`src/rtl/rv_pkg.sv`:
```
package rv_pkg;

    localparam int xlen = 32;                    // data and address width
    localparam int imem_addr_bits = 8;           // 256 instruction words
    localparam int dmem_addr_bits = 8;           // 256 data words
    localparam logic [xlen-1:0] reset_pc = '0;

    typedef enum logic [6:0] {
        opc_load   = 7'b0000011,
        opc_op_imm = 7'b0010011,
        opc_auipc  = 7'b0010111,
        opc_store  = 7'b0100011,
        opc_op     = 7'b0110011,
        opc_lui    = 7'b0110111,
        opc_branch = 7'b1100011,
        opc_jalr   = 7'b1100111,
        opc_jal    = 7'b1101111,
        opc_system = 7'b1110011                  // ecall, ebreak, csr
    } opcode_e;

    typedef enum logic [3:0] {
        alu_add, alu_sub, alu_sll, alu_slt, alu_sltu,
        alu_xor, alu_srl, alu_sra, alu_or, alu_and,
        alu_copy_b                               // lui passes imm through
    } alu_op_e;

    // matches branch funct3, 010 is free for none
    typedef enum logic [2:0] {
        br_beq  = 3'b000,
        br_bne  = 3'b001,
        br_none = 3'b010,
        br_blt  = 3'b100,
        br_bge  = 3'b101,
        br_bltu = 3'b110,
        br_bgeu = 3'b111
    } branch_e;

    typedef enum logic [1:0] {
        wb_none, wb_pc_plus4, wb_alu, wb_mem
    } wb_sel_e;

    typedef enum logic [2:0] {
        size_byte   = 3'b000,
        size_half   = 3'b001,
        size_word   = 3'b010,
        size_byte_u = 3'b100,
        size_half_u = 3'b101
    } mem_size_e;

endpackage

```
`src/rtl/rv_ctrl_if.sv`:
```
`timescale 1ns/100ps

interface rv_ctrl_if;
    import rv_pkg::*;

    logic            a_sel_pc;   // operand a is pc, not rs1
    logic            b_sel_imm;  // operand b is imm, not rs2
    alu_op_e         alu_op;
    branch_e         branch;
    logic            is_jump;    // jal or jalr
    wb_sel_e         wb_sel;
    logic            reg_we;
    logic            mem_rd;
    logic            mem_wr;
    mem_size_e       mem_size;
    logic [xlen-1:0] imm;

    modport decoder (
        output a_sel_pc, b_sel_imm, alu_op, branch, is_jump, wb_sel,
               reg_we, mem_rd, mem_wr, mem_size, imm
    );

    modport consumer (
        input a_sel_pc, b_sel_imm, alu_op, branch, is_jump, wb_sel,
              reg_we, mem_rd, mem_wr, mem_size, imm
    );
endinterface

```
`src/rtl/rv_regfile.sv`:
```
`timescale 1ns/100ps

module rv_regfile (
    input  logic                    clk,
    input  logic                    run,
    rv_ctrl_if.consumer             ctrl,
    input  logic [4:0]              rs1_addr,
    input  logic [4:0]              rs2_addr,
    input  logic [4:0]              rd_addr,
    input  logic [rv_pkg::xlen-1:0] wd,
    output logic [rv_pkg::xlen-1:0] rs1_data,
    output logic [rv_pkg::xlen-1:0] rs2_data
);
    import rv_pkg::*;

    logic [xlen-1:0] regs [0:31];

    always_ff @(posedge clk) begin
        if (run && ctrl.reg_we && (rd_addr != 5'd0)) begin
            regs[rd_addr] <= wd;
        end
    end

    // x0 reads as zero, its storage is never written
    assign rs1_data = (rs1_addr == 5'd0) ? '0 : regs[rs1_addr];
    assign rs2_data = (rs2_addr == 5'd0) ? '0 : regs[rs2_addr];

endmodule

```
`src/flat_wrapper.sv`:
```
// flat-port wrapper written by rule: the top's interface ports become plain ports
module rv_regfile_flat import rv_pkg::*;
  (clk, run, rs1_addr, rs2_addr, rd_addr, wd, rs1_data, rs2_data, ctrl_a_sel_pc, ctrl_b_sel_imm, ctrl_alu_op, ctrl_branch, ctrl_is_jump, ctrl_wb_sel, ctrl_reg_we, ctrl_mem_rd, ctrl_mem_wr, ctrl_mem_size, ctrl_imm);
  rv_ctrl_if ctrl_i ();
  input  logic clk;
  input  logic run;
  input  logic [4:0] rs1_addr;
  input  logic [4:0] rs2_addr;
  input  logic [4:0] rd_addr;
  input  logic [rv_pkg::xlen-1:0] wd;
  output logic [rv_pkg::xlen-1:0] rs1_data;
  output logic [rv_pkg::xlen-1:0] rs2_data;
  input wire logic [$bits(ctrl_i.a_sel_pc)-1:0] ctrl_a_sel_pc;
  input wire logic [$bits(ctrl_i.b_sel_imm)-1:0] ctrl_b_sel_imm;
  input wire logic [$bits(ctrl_i.alu_op)-1:0] ctrl_alu_op;
  input wire logic [$bits(ctrl_i.branch)-1:0] ctrl_branch;
  input wire logic [$bits(ctrl_i.is_jump)-1:0] ctrl_is_jump;
  input wire logic [$bits(ctrl_i.wb_sel)-1:0] ctrl_wb_sel;
  input wire logic [$bits(ctrl_i.reg_we)-1:0] ctrl_reg_we;
  input wire logic [$bits(ctrl_i.mem_rd)-1:0] ctrl_mem_rd;
  input wire logic [$bits(ctrl_i.mem_wr)-1:0] ctrl_mem_wr;
  input wire logic [$bits(ctrl_i.mem_size)-1:0] ctrl_mem_size;
  input wire logic [$bits(ctrl_i.imm)-1:0] ctrl_imm;
  assign ctrl_i.a_sel_pc = ctrl_a_sel_pc;
  assign ctrl_i.b_sel_imm = ctrl_b_sel_imm;
  assign ctrl_i.alu_op = ctrl_alu_op;
  assign ctrl_i.branch = ctrl_branch;
  assign ctrl_i.is_jump = ctrl_is_jump;
  assign ctrl_i.wb_sel = ctrl_wb_sel;
  assign ctrl_i.reg_we = ctrl_reg_we;
  assign ctrl_i.mem_rd = ctrl_mem_rd;
  assign ctrl_i.mem_wr = ctrl_mem_wr;
  assign ctrl_i.mem_size = ctrl_mem_size;
  assign ctrl_i.imm = ctrl_imm;
  rv_regfile u_core (.clk(clk), .run(run), .ctrl(ctrl_i), .rs1_addr(rs1_addr), .rs2_addr(rs2_addr), .rd_addr(rd_addr), .wd(wd), .rs1_data(rs1_data), .rs2_data(rs2_data));
endmodule
```
`config.mk`:
```
export PLATFORM = sky130hd
export DESIGN_NAME = rv_regfile_flat
export DESIGN_NICKNAME = d
export VERILOG_FILES = /design/src/rtl/rv_pkg.sv /design/src/rtl/rv_ctrl_if.sv /design/src/rtl/rv_regfile.sv /design/src/flat_wrapper.sv
export SDC_FILE = /design/constraint.sdc
export NUM_CORES = 1
export LEC_CHECK = 0
export BUFFER_PORTS_ARGS = -buffer_cell sky130_fd_sc_hd__clkbuf_2
export CAP_MARGIN = 20
export CELL_PAD_IN_SITES_DETAIL_PLACEMENT = 2
export CELL_PAD_IN_SITES_GLOBAL_PLACEMENT = 2
export CORE_MARGIN = 5
export CORE_UTILIZATION = 53
export DETAILED_ROUTE_END_ITERATION = 7
export GPL_TIMING_DRIVEN = 0
export HOLD_SLACK_MARGIN = 0.12
export PLACE_DENSITY_LB_ADDON = 0.1
export SKIP_CTS_REPAIR_TIMING = 1
export SLEW_MARGIN = 30
export SYNTH_ARGS = -nofsm -noshare
export SYNTH_HDL_FRONTEND = slang
export SYNTH_SLANG_ARGS = --single-unit
```
`constraint.sdc`:
```
create_clock -name clk -period 4.73 [get_ports clk]
set_input_delay 0.473 -clock clk [delete_from_list [all_inputs] [get_ports clk]]
set_output_delay 0.473 -clock clk [all_outputs]
set_load 0.03 [all_outputs]
```
## Word-level counts from Yosys, hierarchy flattened

Memory sizes are Yosys's and may differ from the RTL's.
Index checks and enable logic that the tools add are counted.

- Register bits after elaboration: 0
- Bits in latches: 0
- Bits in writable memories: 1024
- ROM bits: 0
- Input port bits: 99
- Output and inout bits: 64
- Word-level logic and storage cells: 10
- Memories: 1

Memories:

| memory | depth | width | read ports | clocked after Yosys merged registers in | wr ports | RTL line | text |
|---|---|---|---|---|---|---|---|
| u_core.regs | 32 | 32 | 2 | 0 | 1 | rv_regfile.sv:16 | `logic [xlen-1:0] regs [0:31];` |

- Add/subtract/negate cells: 0
- Multiply operators: 0
- Divide/modulo/power cells: 0
- Order comparisons: 0
- Equal/unequal tests: 0
- Shifts and indexed selects: 0
- Multiplexer cells: 4
- Bitwise gates (word level): 0
- Reduce and logical (&&, ||, !) cells: 5

Operator list:

| kind | count |
|---|---|
| $mux 32 | 2 |
| $logic_not 5->1 | 2 |
| $reduce_bool 5->1 | 1 |
| $logic_and 1x1->1 | 2 |
| $mux 1 | 2 |

## Longest topological paths before layout

- Depth after elaboration: 4
- Gate-level depth with buffers: 9
- Gate-level depth less buffers: 4

## Least setup slack after synthesis

No wires, ideal clock.

- Kind: input-to-output
- From: input rs2_addr[1]
- To: output rs2_data[28] (netlist bit)
- Arrival: 2.404 ns
- Data required time: 4.257 ns
- Setup slack: 1.853 ns
- Stages: 7
- Path buffers: 3
- Path through: buf_2 -> buf_6 -> nor2b_1 -> clkbuf_1 -> a221oi_1 -> o21ai_0 -> a311oi_1

- Longest elaborated chain between the ends: 2
- Elaborated cells on any way between the ends: 3
- Those cells by class: 1 x mux; 1 x reduce/logical; 1 x memory

Ends and longest elaborated chain:

| what | RTL line | text |
|---|---|---|
| start, declared | flat_wrapper.sv:8 | `input logic [4:0] rs2_addr;` |
| $mem_v2 32x32 or $logic_not 5->1 (tied branches) | -- |  |
| $mux 32 (*) | rv_regfile.sv:26 | `assign rs2_data = (rs2_addr == 5'd0) ? '0 : regs[rs2_addr];` |
| end, declared | flat_wrapper.sv:12 | `output logic [rv_pkg::xlen-1:0] rs2_data;` |

Mark *: on every way between the ends. The rest lies on a longest branch, timed or not.

## Worst setup path after layout

- From: input rs2_addr[2]
- To: output rs2_data[17] (netlist bit)

Same word-level chain as after synthesis.

==> flow_summary.json <==
{
  "synth.avg_cell_area_um2": 20.0,
  "place.gp.congestion": 0.906,
  "crit_buf_inv": 5,
  "cts_root_buf": "clkbuf_16",
  "avgViaCountPerCell": 8.36,
  "finalSetupViolCount": 4,
  "synth_area_mm2": 0.0473,
  "start_util": 0.535,
  "ir_drop_v": 0.000426,
  "reg.largest.list": "u_core.regs: 1024 flops",
  "pre_cts_slack_ps": -0.965,
  "min_period_over_period": 1.05,
  "drtIter0Drc": 6509,
  "cts_sinks": 1024,
  "final_layout_size_suffix_gt1_frac": 0.348,
  "drt_wl_total_mm": 213,
  "min_to": "u_core.regs[31][29]",
  "cp_cell_sequence": "buf_4 > buf_2 > buf_2 > clkbuf_1 > a211oi_1 > a311oi_1 > clkbuf_2",
  "multi_input_area_mm2": 0.0159,
  "p_switching_mw": 5.52,
  "worstPathArrival_ps": 4490,
  "tns_ps": -402,
  "place.port_buffers": 105,
  "pin_count": 163,
  "slew_headroom": 0.128,
  "required_ps": 4260,
  "layout_min_cycle_time_ps": 4960,
  "final_max_slew_viol_count": 0,
  "yosysWarnings": 0,
  "whs_path_depth": 1,
  "fp.dieW_um": 309,
  "hp-class": "in2reg",
  "power.density_mw_per_mm2": 383,
  "nNetsFinal": 2773,
  "num_vias": 32800,
  "pwr-share-seq": 0.482,
  "start_kind": "input pin",
  "synth_cell_types": 36,
  "cp_common_cell": "buf_2",
  "yosysSeqAreaShare": 0.650,
  "hpwl_mm": 136,
  "pwr-share-clk": 0.411,
  "yosys_register_bits": 1024,
  "seq_area_mm2": 0.0307,
  "rsz0062_at_grt": "no",
  "die_area_mm2": 0.0954,
  "hold_viol_final": 0,
  "worst_hold_slack_ps": 501,
  "switching_share": 0.263,
  "slowest_delay_ps": 1100,
  "crit_type": "in2out",
  "ant_nets": 0,
  "largest_reg_flops": 1024,
  "first_pass_iters": 6,
  "critical_path.top_delay_family": "buffers and inverters",
  "synth_cells": 2365,
  "p_int_mw": 15.5,
  "clockBufferDepth": 3,
  "rows": 109,
  "drv_cap": 0,
  "syn2layout_area_growth_pct": 15.8,
  "core_mm2": 0.0885,
  "setup_slack_ps": -235,
  "endpoint_kind": "output pin",
  "crit_slowest_cell": "a311oi_1",
  "grt_pass1_wl_mm": 291,
  "fp.dieH_um": 309,
  "post_drt_wl_per_cell_um": 54.3,
  "fmax_ghz": 0.201,
  "p_total_mw": 21.0,
  "largest-register": "u_core.regs",
  "cp_num_cells": 7,
  "grt_pass1_vias": 33600,
  "violations": "negative setup slack",
  "cts_made_buffers": 108,
  "antenna_found_initial": 8,
  "path_max_fanout": 10,
  "fill_cells": 6853,
  "cts.clk_slew.worst_paths_ps": 70,
  "drc": 0,
  "grt_max_degree": 33,
  "gr-total-overflow": 0,
  "status": "finished, violations left",
  "htreeDepth": 3,
  "cts_tree": "done",
  "grt_usage": 0.448,
  "hp-start": "wd[29]",
  "cellLeakagePower_nw": 17.7,
  "p_comb_frac": 0.107,
  "tightest_slew_ps": 1300
}
power by group through the flow:
stage	logic (mW)	registers (mW)	clock network, mW
5_1_grt	2.23	10.1	9.04
3_5_place_dp	2.09	10.3	0
4_1_cts	2.15	10.1	8.58
3_3_place_gp	1.97	10.3	0
6_report	2.24	10.1	8.64
2_1_floorplan	1.15	10.3	0
layout make-up:
class,count,area share
Timing Repair Buffer,169,0.0406
Tap cell,1165,0.0266
Buffer,201,0.0204
Clock buffer,136,0.0516
Clock inverter,58,0.00945
Antenna cell,4,0.000183
Inverter,2,0.000137
Multi-Input combinational cell,1168,0.290
Sequential cell,1024,0.561
routing by layer:
layer  share of wire  routed length (µm)  vias up  track usage
met5         0.00064                 137        -            0
met4           0.095               20200       12        0.312
met3            0.13               28400     1024        0.128
met2            0.45               96000     3823        0.682
met1            0.32               68300    17000        0.562
li1                -                   -    11000            -
cells in the mapped netlist, drive strengths merged:
master	n	share of area
a211oi	32	0.0051
or2	1	0.00013
a311oi	32	0.0059
nand3	1	0.00011
o2111ai	15	0.0028
o21ai	81	0.0086
and3b	1	0.00019
mux4	448	0.21
or3b	2	0.00037
a221oi	49	0.0091
nor2b	37	0.0049
clkbuf	98	0.0079
or4	1	0.00016
nor2	41	0.0033
mux2i	192	0.041
a22oi	64	0.010
mux2	32	0.0076
buf	104	0.015
conb	1	0.000079
a31oi	32	0.0042
nand3b	4	0.00063
nand4	1	0.00013
and2	2	0.00026
nand2	34	0.0027
or3	1	0.00013
a221o	32	0.0068
inv	2	0.00016
nand2b	1	0.00013
edfxtp	1024	0.65
cell usage in the layout, fill, tap and decap left out, types with 6 or more instances in the layout:
master and instances:
inv_6 6, a221oi_1 49, a311oi_1 28, clkinv_1 23, a22oi_1 64, buf_16 58
mux2_2 32, mux2i_1 192, mux4_2 448, nor2_4 32, o21ai_0 56, clkinv_2 17
buf_6 9, clkbuf_16 109, nor2_1 6, bufinv_16 9, a221o_1 32, a31oi_1 32
buf_2 62, nor2b_1 37, conb_1 32, edfxtp_1 1024, clkbuf_2 127, clkbuf_1 99
o21ai_1 25, o2111ai_1 15, a211oi_1 31, nand2_1 34, buf_12 7, buf_4 26
worst max path at each step:
stage	to	slack, ps	from
after global placement	u_core.regs[24][4]	-340	rd_addr[3]
after floorplan	rs2_data[28]	1850	rs2_addr[1]
after detailed placement	rs2_data[31]	-1	rs2_addr[0]
final	rs2_data[17]	-230	rs2_addr[2]
after global routing	rs2_data[17]	90	rs2_addr[3]
after CTS	rs2_data[17]	-210	rs2_addr[3]
stage by stage:
step / utilization / instance area, µm² / std cells
final: 0.619 / 54800 / 3927
after global routing: 0.619 / 54800 / 3923
after CTS: 0.618 / 54700 / 3922
after detailed placement: 0.580 / 51400 / 3728
after global placement: 0.558 / 49400 / 3666
after floorplan: - / 47400 / 2396
cells by family (layout without fill, tap and decap cells):
group           after synthesis  count (layout)  share of synthesized area
flops                      1024            1024                      0.650
mux                         672             672                      0.261
compound gates              337             337                     0.0526
buf+inv                     204             566                     0.0230
simple gates                127             127                     0.0131
other cells                   1              36                  0.0000792
Power figures use the tool's default switching activity.
