`src/rtl/rv_pkg.sv`:
```
package rv_pkg;

    localparam int xlen = 32;                    // data and address width
    localparam int imem_addr_bits = 8;           // 256 instruction words
    localparam int dmem_addr_bits = 8;           // 256 data words
    localparam logic [xlen-1:0] reset_pc = '0;

    typedef enum logic [6:0] {
        opc_load   = 7'b0000011,
        opc_op_imm = 7'b0010011,
        opc_auipc  = 7'b0010111,
        opc_store  = 7'b0100011,
        opc_op     = 7'b0110011,
        opc_lui    = 7'b0110111,
        opc_branch = 7'b1100011,
        opc_jalr   = 7'b1100111,
        opc_jal    = 7'b1101111,
        opc_system = 7'b1110011                  // ecall, ebreak, csr
    } opcode_e;

    typedef enum logic [3:0] {
        alu_add, alu_sub, alu_sll, alu_slt, alu_sltu,
        alu_xor, alu_srl, alu_sra, alu_or, alu_and,
        alu_copy_b                               // lui passes imm through
    } alu_op_e;

    // matches branch funct3, 010 is free for none
    typedef enum logic [2:0] {
        br_beq  = 3'b000,
        br_bne  = 3'b001,
        br_none = 3'b010,
        br_blt  = 3'b100,
        br_bge  = 3'b101,
        br_bltu = 3'b110,
        br_bgeu = 3'b111
    } branch_e;

    typedef enum logic [1:0] {
        wb_none, wb_pc_plus4, wb_alu, wb_mem
    } wb_sel_e;

    typedef enum logic [2:0] {
        size_byte   = 3'b000,
        size_half   = 3'b001,
        size_word   = 3'b010,
        size_byte_u = 3'b100,
        size_half_u = 3'b101
    } mem_size_e;

endpackage

```
`src/rtl/rv_ctrl_if.sv`:
```
`timescale 1ns/100ps

interface rv_ctrl_if;
    import rv_pkg::*;

    logic            a_sel_pc;   // operand a is pc, not rs1
    logic            b_sel_imm;  // operand b is imm, not rs2
    alu_op_e         alu_op;
    branch_e         branch;
    logic            is_jump;    // jal or jalr
    wb_sel_e         wb_sel;
    logic            reg_we;
    logic            mem_rd;
    logic            mem_wr;
    mem_size_e       mem_size;
    logic [xlen-1:0] imm;

    modport decoder (
        output a_sel_pc, b_sel_imm, alu_op, branch, is_jump, wb_sel,
               reg_we, mem_rd, mem_wr, mem_size, imm
    );

    modport consumer (
        input a_sel_pc, b_sel_imm, alu_op, branch, is_jump, wb_sel,
              reg_we, mem_rd, mem_wr, mem_size, imm
    );
endinterface

```
`src/rtl/rv_decoder.sv`:
```
`timescale 1ns/100ps

module rv_decoder (
    input  logic [rv_pkg::xlen-1:0] inst,
    rv_ctrl_if.decoder              ctrl
);
    import rv_pkg::*;

    opcode_e         opcode;
    logic [2:0]      funct3;
    logic [xlen-1:0] imm_i, imm_s, imm_b, imm_u, imm_j;

    // shared by op and op_imm, alt is funct7 bit 5
    function automatic alu_op_e alu_from_funct3(input logic [2:0] f3, input logic alt);
        case (f3)
            3'b000:  return alt ? alu_sub : alu_add;
            3'b001:  return alu_sll;
            3'b010:  return alu_slt;
            3'b011:  return alu_sltu;
            3'b100:  return alu_xor;
            3'b101:  return alt ? alu_sra : alu_srl;
            3'b110:  return alu_or;
            default: return alu_and;
        endcase
    endfunction

    assign opcode = opcode_e'(inst[6:0]);
    assign funct3 = inst[14:12];

    assign imm_i = {{20{inst[31]}}, inst[31:20]};
    assign imm_s = {{20{inst[31]}}, inst[31:25], inst[11:7]};
    assign imm_b = {{19{inst[31]}}, inst[31], inst[7], inst[30:25], inst[11:8], 1'b0};
    assign imm_u = {inst[31:12], 12'b0};
    assign imm_j = {{11{inst[31]}}, inst[31], inst[19:12], inst[20], inst[30:21], 1'b0};

    always_comb begin
        ctrl.a_sel_pc  = 1'b0;      // defaults form a nop
        ctrl.b_sel_imm = 1'b0;
        ctrl.alu_op    = alu_add;
        ctrl.branch    = br_none;
        ctrl.is_jump   = 1'b0;
        ctrl.wb_sel    = wb_none;
        ctrl.reg_we    = 1'b0;
        ctrl.mem_rd    = 1'b0;
        ctrl.mem_wr    = 1'b0;
        ctrl.mem_size  = size_word;
        ctrl.imm       = '0;
        case (opcode)
            opc_op: begin
                ctrl.alu_op = alu_from_funct3(funct3, inst[30]);
                ctrl.wb_sel = wb_alu;
                ctrl.reg_we = 1'b1;
            end
            opc_op_imm: begin
                ctrl.b_sel_imm = 1'b1;
                ctrl.alu_op    = alu_from_funct3(funct3, (funct3 == 3'b101) && inst[30]);
                ctrl.wb_sel    = wb_alu;
                ctrl.reg_we    = 1'b1;
                ctrl.imm       = imm_i;
            end
            opc_lui: begin
                ctrl.b_sel_imm = 1'b1;
                ctrl.alu_op    = alu_copy_b;
                ctrl.wb_sel    = wb_alu;
                ctrl.reg_we    = 1'b1;
                ctrl.imm       = imm_u;
            end
            opc_auipc: begin
                ctrl.a_sel_pc  = 1'b1;
                ctrl.b_sel_imm = 1'b1;
                ctrl.wb_sel    = wb_alu;
                ctrl.reg_we    = 1'b1;
                ctrl.imm       = imm_u;
            end
            opc_jal, opc_jalr: begin
                ctrl.a_sel_pc  = (opcode == opc_jal);  // jalr adds to rs1
                ctrl.b_sel_imm = 1'b1;
                ctrl.is_jump   = 1'b1;
                ctrl.wb_sel    = wb_pc_plus4;
                ctrl.reg_we    = 1'b1;
                ctrl.imm       = (opcode == opc_jal) ? imm_j : imm_i;
            end
            opc_branch: begin
                ctrl.a_sel_pc  = 1'b1;  // alu forms the target
                ctrl.b_sel_imm = 1'b1;
                ctrl.branch    = (funct3[2:1] == 2'b01) ? br_none : branch_e'(funct3);
                ctrl.imm       = imm_b;
            end
            opc_load: begin
                ctrl.b_sel_imm = 1'b1;
                ctrl.wb_sel    = wb_mem;
                ctrl.reg_we    = 1'b1;
                ctrl.mem_rd    = 1'b1;
                ctrl.mem_size  = mem_size_e'(funct3);
                ctrl.imm       = imm_i;
            end
            opc_store: begin
                ctrl.b_sel_imm = 1'b1;
                ctrl.mem_wr    = 1'b1;
                ctrl.mem_size  = mem_size_e'(funct3);
                ctrl.imm       = imm_s;
            end
            opc_system: ctrl.reg_we = 1'b0;     // ecall, ebreak, csr ignored
            default:    ctrl.reg_we = 1'b0;     // fence and unknown
        endcase
    end

endmodule

```
`src/flat_wrapper.sv`:
```
// flat-port wrapper written by rule: the top's interface ports become plain ports
module rv_decoder_flat import rv_pkg::*;
  (inst, ctrl_a_sel_pc, ctrl_b_sel_imm, ctrl_alu_op, ctrl_branch, ctrl_is_jump, ctrl_wb_sel, ctrl_reg_we, ctrl_mem_rd, ctrl_mem_wr, ctrl_mem_size, ctrl_imm);
  rv_ctrl_if ctrl_i ();
  input  logic [rv_pkg::xlen-1:0] inst;
  output wire logic [$bits(ctrl_i.a_sel_pc)-1:0] ctrl_a_sel_pc;
  output wire logic [$bits(ctrl_i.b_sel_imm)-1:0] ctrl_b_sel_imm;
  output wire logic [$bits(ctrl_i.alu_op)-1:0] ctrl_alu_op;
  output wire logic [$bits(ctrl_i.branch)-1:0] ctrl_branch;
  output wire logic [$bits(ctrl_i.is_jump)-1:0] ctrl_is_jump;
  output wire logic [$bits(ctrl_i.wb_sel)-1:0] ctrl_wb_sel;
  output wire logic [$bits(ctrl_i.reg_we)-1:0] ctrl_reg_we;
  output wire logic [$bits(ctrl_i.mem_rd)-1:0] ctrl_mem_rd;
  output wire logic [$bits(ctrl_i.mem_wr)-1:0] ctrl_mem_wr;
  output wire logic [$bits(ctrl_i.mem_size)-1:0] ctrl_mem_size;
  output wire logic [$bits(ctrl_i.imm)-1:0] ctrl_imm;
  assign ctrl_a_sel_pc = ctrl_i.a_sel_pc;
  assign ctrl_b_sel_imm = ctrl_i.b_sel_imm;
  assign ctrl_alu_op = ctrl_i.alu_op;
  assign ctrl_branch = ctrl_i.branch;
  assign ctrl_is_jump = ctrl_i.is_jump;
  assign ctrl_wb_sel = ctrl_i.wb_sel;
  assign ctrl_reg_we = ctrl_i.reg_we;
  assign ctrl_mem_rd = ctrl_i.mem_rd;
  assign ctrl_mem_wr = ctrl_i.mem_wr;
  assign ctrl_mem_size = ctrl_i.mem_size;
  assign ctrl_imm = ctrl_i.imm;
  rv_decoder u_core (.inst(inst), .ctrl(ctrl_i));
endmodule
```
`config.mk`:
```
export PLATFORM = sky130hd
export DESIGN_NAME = rv_decoder_flat
export DESIGN_NICKNAME = d
export VERILOG_FILES = /design/src/rtl/rv_pkg.sv /design/src/rtl/rv_ctrl_if.sv /design/src/rtl/rv_decoder.sv /design/src/flat_wrapper.sv
export SDC_FILE = /design/constraint.sdc
export NUM_CORES = 1
export LEC_CHECK = 0
export ABC_CLOCK_PERIOD_IN_PS = 1650
export BUFFER_PORTS_ARGS = -buffer_cell sky130_fd_sc_hd__clkbuf_2
export CORE_MARGIN = 8
export CORE_UTILIZATION = 36
export DETAILED_ROUTE_END_ITERATION = 8
export PLACE_DENSITY = 0.84
export SYNTH_ARGS = -nofsm -noshare
export SYNTH_HDL_FRONTEND = slang
export SYNTH_SLANG_ARGS = --single-unit
```
`constraint.sdc`:
```
create_clock -name vclk -period 1.65
set_input_delay 0.165 -clock vclk [all_inputs]
set_output_delay 0.165 -clock vclk [all_outputs]
set_load 0.02 [all_outputs]
```
Word level (Yosys, flattened, before mapping)
Cells that the tools add are included.
{ "classes": {"n_eq_ne": 16, "mux": 19, "reduce_logical": 10} }
{ "op_table": {"columns": ["cell", "n"], "rows": [
  ["case mux 32 bit (5 select lines)", 1],
  ["case mux 4 bit (7 select lines)", 2],
  ["equality test 7 x 6 -> 1 bit, second input constant", 3],
  ["equality test 7 bit, second input constant", 3],
  ["2-to-1 mux 20 bit", 1],
  ["equality test 7 x 5 -> 1 bit, second input constant", 2],
  ["case mux 4 bit (3 select lines)", 1],
  ["OR reduction 2 bit", 5],
  ["equality test 3 bit, second input constant", 3],
  ["2-to-1 mux 1 bit", 9],
  ["2-to-1 mux 3 bit", 3],
  ["OR reduction 8 bit", 1],
  ["equality test 7 x 2 -> 1 bit, second input constant", 1],
  ["OR reduction 7 bit", 1],
  ["equality test 3 x 2 -> 1 bit, second input constant", 2],
  ["case mux 2 bit (3 select lines)", 1],
  ["OR reduction 4 bit", 1],
  ["equality test 3 x 1 -> 1 bit, second input constant", 1],
  ["zero test 3 bit", 1],
  ["equality test 2 x 1 -> 1 bit, second input constant", 1],
  ["case mux 1 bit (2 select lines)", 1],
  ["logical AND 1 bit", 1]
]} }
{ "totals": {"ff_bits": 0, "inputBits": 32, "output_inout_bits": 50, "word_cells": 45} }

Logic depth before layout (Yosys ltp)
{ "depth": {"word_depth": 5, "mapped_depth": 6, "ltp_nobuf": 4} }

Worst setup path before layout
OpenSTA, ideal clock, no wires.
{ "synth_timing": {"kind": "input port to output port", "from": "input inst[3] (netlist bit)", "to": "output ctrl_imm[0]", "arrival_time_ns": 1.514, "required_time_ns": 1.485, "slack_ns": -0.029, "stages": 3, "n_path_buf": 0, "path_cell_list": "nand4bb_4 nor4_1 a32o_1"} }
{ "synth_between": {"elab_chain_len": 3, "elab_cells_between_ends": 13, "cone_classes": "8 x eq/ne; 2 x mux; 3 x reduce/logical"} }
{ "synth_rtl": {"columns": ["element", "line_no", "text"], "rows": [
  ["start, declared", "flat_wrapper.sv:5", "input logic [rv_pkg::xlen-1:0] inst;"],
  ["equality test 7 bit, or another cell as far along", "rv_decoder.sv:48, rv_decoder.sv:81", null],
  ["2-to-1 mux 20 bit / OR reduction 2 bit (equally long branches)", null, null],
  ["case mux 32 bit (5 select lines) *", "rv_decoder.sv:48", "case (opcode)"],
  ["end, declared", "flat_wrapper.sv:16", "output wire logic [$bits(ctrl_i.imm)-1:0] ctrl_imm;"]
]} }
Every way passes the cells marked *; elsewhere a longest branch is shown, timed or not.

Worst setup path after layout
{ "layout_timing": {"from": "input inst[2] (netlist bit)", "to": "output ctrl_reg_we"} }
{ "layout_between": {"elab_chain_len": 3, "elab_cells_between_ends": 9, "cone_classes": "7 x eq/ne; 1 x mux; 1 x reduce/logical"} }
{ "layout_rtl": {"columns": ["element", "line_no", "text"], "rows": [
  ["equality test 7 x 6 -> 1 bit, or another cell as far along", "rv_decoder.sv:48", null],
  ["OR reduction 7 bit (no source line) *", null, null],
  ["2-to-1 mux 1 bit *", "rv_decoder.sv:48", null],
  ["end, declared", "flat_wrapper.sv:12", "output wire logic [$bits(ctrl_i.reg_we)-1:0] ctrl_reg_we;"]
]} }
Marks and branches as above.

==> results.json <==
{
  "status": "complete, no violations",
  "worst_path_largest_cell_delay_ns": 0.40,
  "io_pins": 82,
  "grt_pass1_vias": 1175,
  "arrival_ns": 1.41,
  "grt_max_degree": 14,
  "syn_nets": 133,
  "syn_area_per_cell_um2": 7.371,
  "multiInputGateArea_um2": 695.7,
  "seq_area_um2": 0,
  "nFlopsAndLatches": 0,
  "worst_slew_pin_slew_ns": 0.3241,
  "clockBufferCount": 0,
  "end_kind": "output port",
  "drt_first_pass_iters": 4,
  "setup_tns_ns": 0,
  "core-area_um2": 1962,
  "grt_pass1_wl_um": 4912,
  "track_usage_pct": 16.28,
  "place_ws_ns": 0.01235,
  "post-route-drc-count": 0,
  "antenna_found_initial": 0,
  "ys_seq_area_share_pct": 0,
  "dieArea_um2": 3779,
  "stdcell_area_um2": 1241,
  "drive_above_1_share_pct": 58.29,
  "synthCells": 101,
  "rows": 16,
  "final_common_cell": "clkbuf_2",
  "p_per_area_nw_per_um2": 167.7,
  "layout_setup_ws_ns": 0.07813,
  "slew_violations": 0,
  "diodes": 0,
  "rsz0062_at_grt": "yes",
  "synth_warnings": 0,
  "start_util_pct": 37.95,
  "max-cap-violations": 0,
  "start_kind": "primary input",
  "die_h_um": 61.48,
  "peakVddDrop_mv": 0.08907,
  "worst_slew_margin_rel_pct": 78.21,
  "area_growth_pct": 66.72,
  "leakage_nw": 0.8530,
  "grt-ovfl-total": 0,
  "place_congestion": 0.7997,
  "drt_wl_total_um": 3166,
  "hold_viol": 0,
  "finalNetCount": 221,
  "fillers": 178,
  "setup_viol": 0,
  "cp_top_family": "simple AND/OR/NAND/NOR gates",
  "p_total_mw": 0.2082,
  "cp_data_required_time_ns": 1.48,
  "worstSetupPathType": "primary input to output port",
  "hold_class": "primary input to output port",
  "crit_buf_inv": 2,
  "first_iter_violations": 26,
  "final_cell_mix": "clkbuf_2, a21o_1, buf_4",
  "critPathMaxFanout": 7,
  "layout_min_cycle_time_ns": 1.572,
  "num_vias": 1112,
  "avgViaCountPerCell": 5.196,
  "netlist_area_um2": 744.5,
  "die_w_um": 61.48,
  "drtAntennaViolNets": 0,
  "cpMostUsedCell": "clkbuf_2",
  "critPathSlowestCell": "or3_4",
  "path_cells": "clkbuf_2 -> nand4bb_4 -> or3_4 -> o21ai_2 -> nand2b_1 -> clkbuf_2",
  "timing.fmax_ghz": 0.6362,
  "finalCritPeriodShare_pct": 95.26,
  "dp_hpwl_um": 2792,
  "io_buffers": 82,
  "yosysUniqueCellTypes": 42,
  "placedInstanceArea_um2": 1200,
  "wl_per_cell_um": 14.79
}
## cell type report
type / count / share of cell area, %
multi-input combinational: 89 / 56.05
tap: 27 / 2.722
inverter: 5 / 1.512
timing repair buffer: 93 / 39.72
## kinds of logic (layout without fill, tap and decap cells)
| group | after synthesis | in the layout | share of synthesized area (%) |
|---|---|---|---|
| AOI/OAI and AO/OA | 42 | 42 | 45.55 |
| buffers and inverters | 12 | 98 | 9.916 |
| muxes | 2 | 2 | 3.361 |
| and+or+nand+nor | 45 | 45 | 41.18 |
## power breakdown
part | switching, mW | internal (mW)
registers | 0 | 0
clock network | 0 | 0
logic | 0.119 | 0.0893
## cells in the mapped netlist
cell	count	share of area [%]
o21ai_2	1	1.2
clkbuf_1	1	0.50
or2_4	1	1.2
and4b_1	1	1.3
nor3b_1	1	1.0
a211oi_2	1	1.7
nand3_1	3	2.0
nand3b_4	1	2.7
nor3_2	1	1.3
buf_4	1	1.0
buf_2	2	1.3
or3_4	1	1.5
nand2b_1	1	0.84
buf_6	3	4.5
o31ai_2	1	1.7
a31oi_1	1	0.84
nand4bb_4	1	3.7
a21o_1	19	19
nor2_1	6	3.0
mux2_4	1	2.0
o22ai_1	2	1.7
o21ai_0	3	2.0
nor4_1	1	0.84
a211o_1	1	1.2
nand2_1	6	3.0
nand3b_1	1	1.0
a21oi_1	4	2.7
nand3_2	1	1.3
and2_1	10	8.4
a2bb2oi_1	1	1.2
o21a_1	1	1.0
o22ai_4	1	2.7
o21bai_4	1	2.5
inv_1	5	2.5
mux2i_1	1	1.3
and3_4	1	1.5
and3_1	2	1.7
or2_1	1	0.84
a32o_1	1	1.3
nor3_1	2	1.3
a22o_1	4	4.7
nor2b_1	3	2.5
## final timing paths
check	end	startpoint	cells past startpoint
min	ctrl_imm[19]	inst[19]	3
max	ctrl_reg_we	inst[2]	6
## metrics by stage
stage                     hold WS (ns)  util (%)  cells
after detailed placement        0.6589     61.16    211
after floorplan                 0.4751         -    101
final                           0.6554     63.27    214
after CTS                       0.6601     61.16    211
after global routing            0.6759     63.27    214
after global placement          0.6567     61.16    211
## what timing repair did
action / CTS / global route
endpoints found under the setup margin: 0 / 24
endpoints found under the hold margin: 0 / 0
hold buffers: 0 / 0
setup buffers: 0 / 3
resized for setup: 0 / 4
## routing by layer
layer	routed length (um)	share of wire (%)	GRT usage [%]	vias to the layer above
met4	9	0.28	1.299	0
met3	438	14	8.351	2
met5	0	0	0	-
met1	1248	39	17.17	499
met2	1470	46	29.25	61
li1	-	-	-	550
No activity file was read; power rests on OpenSTA's default activity.
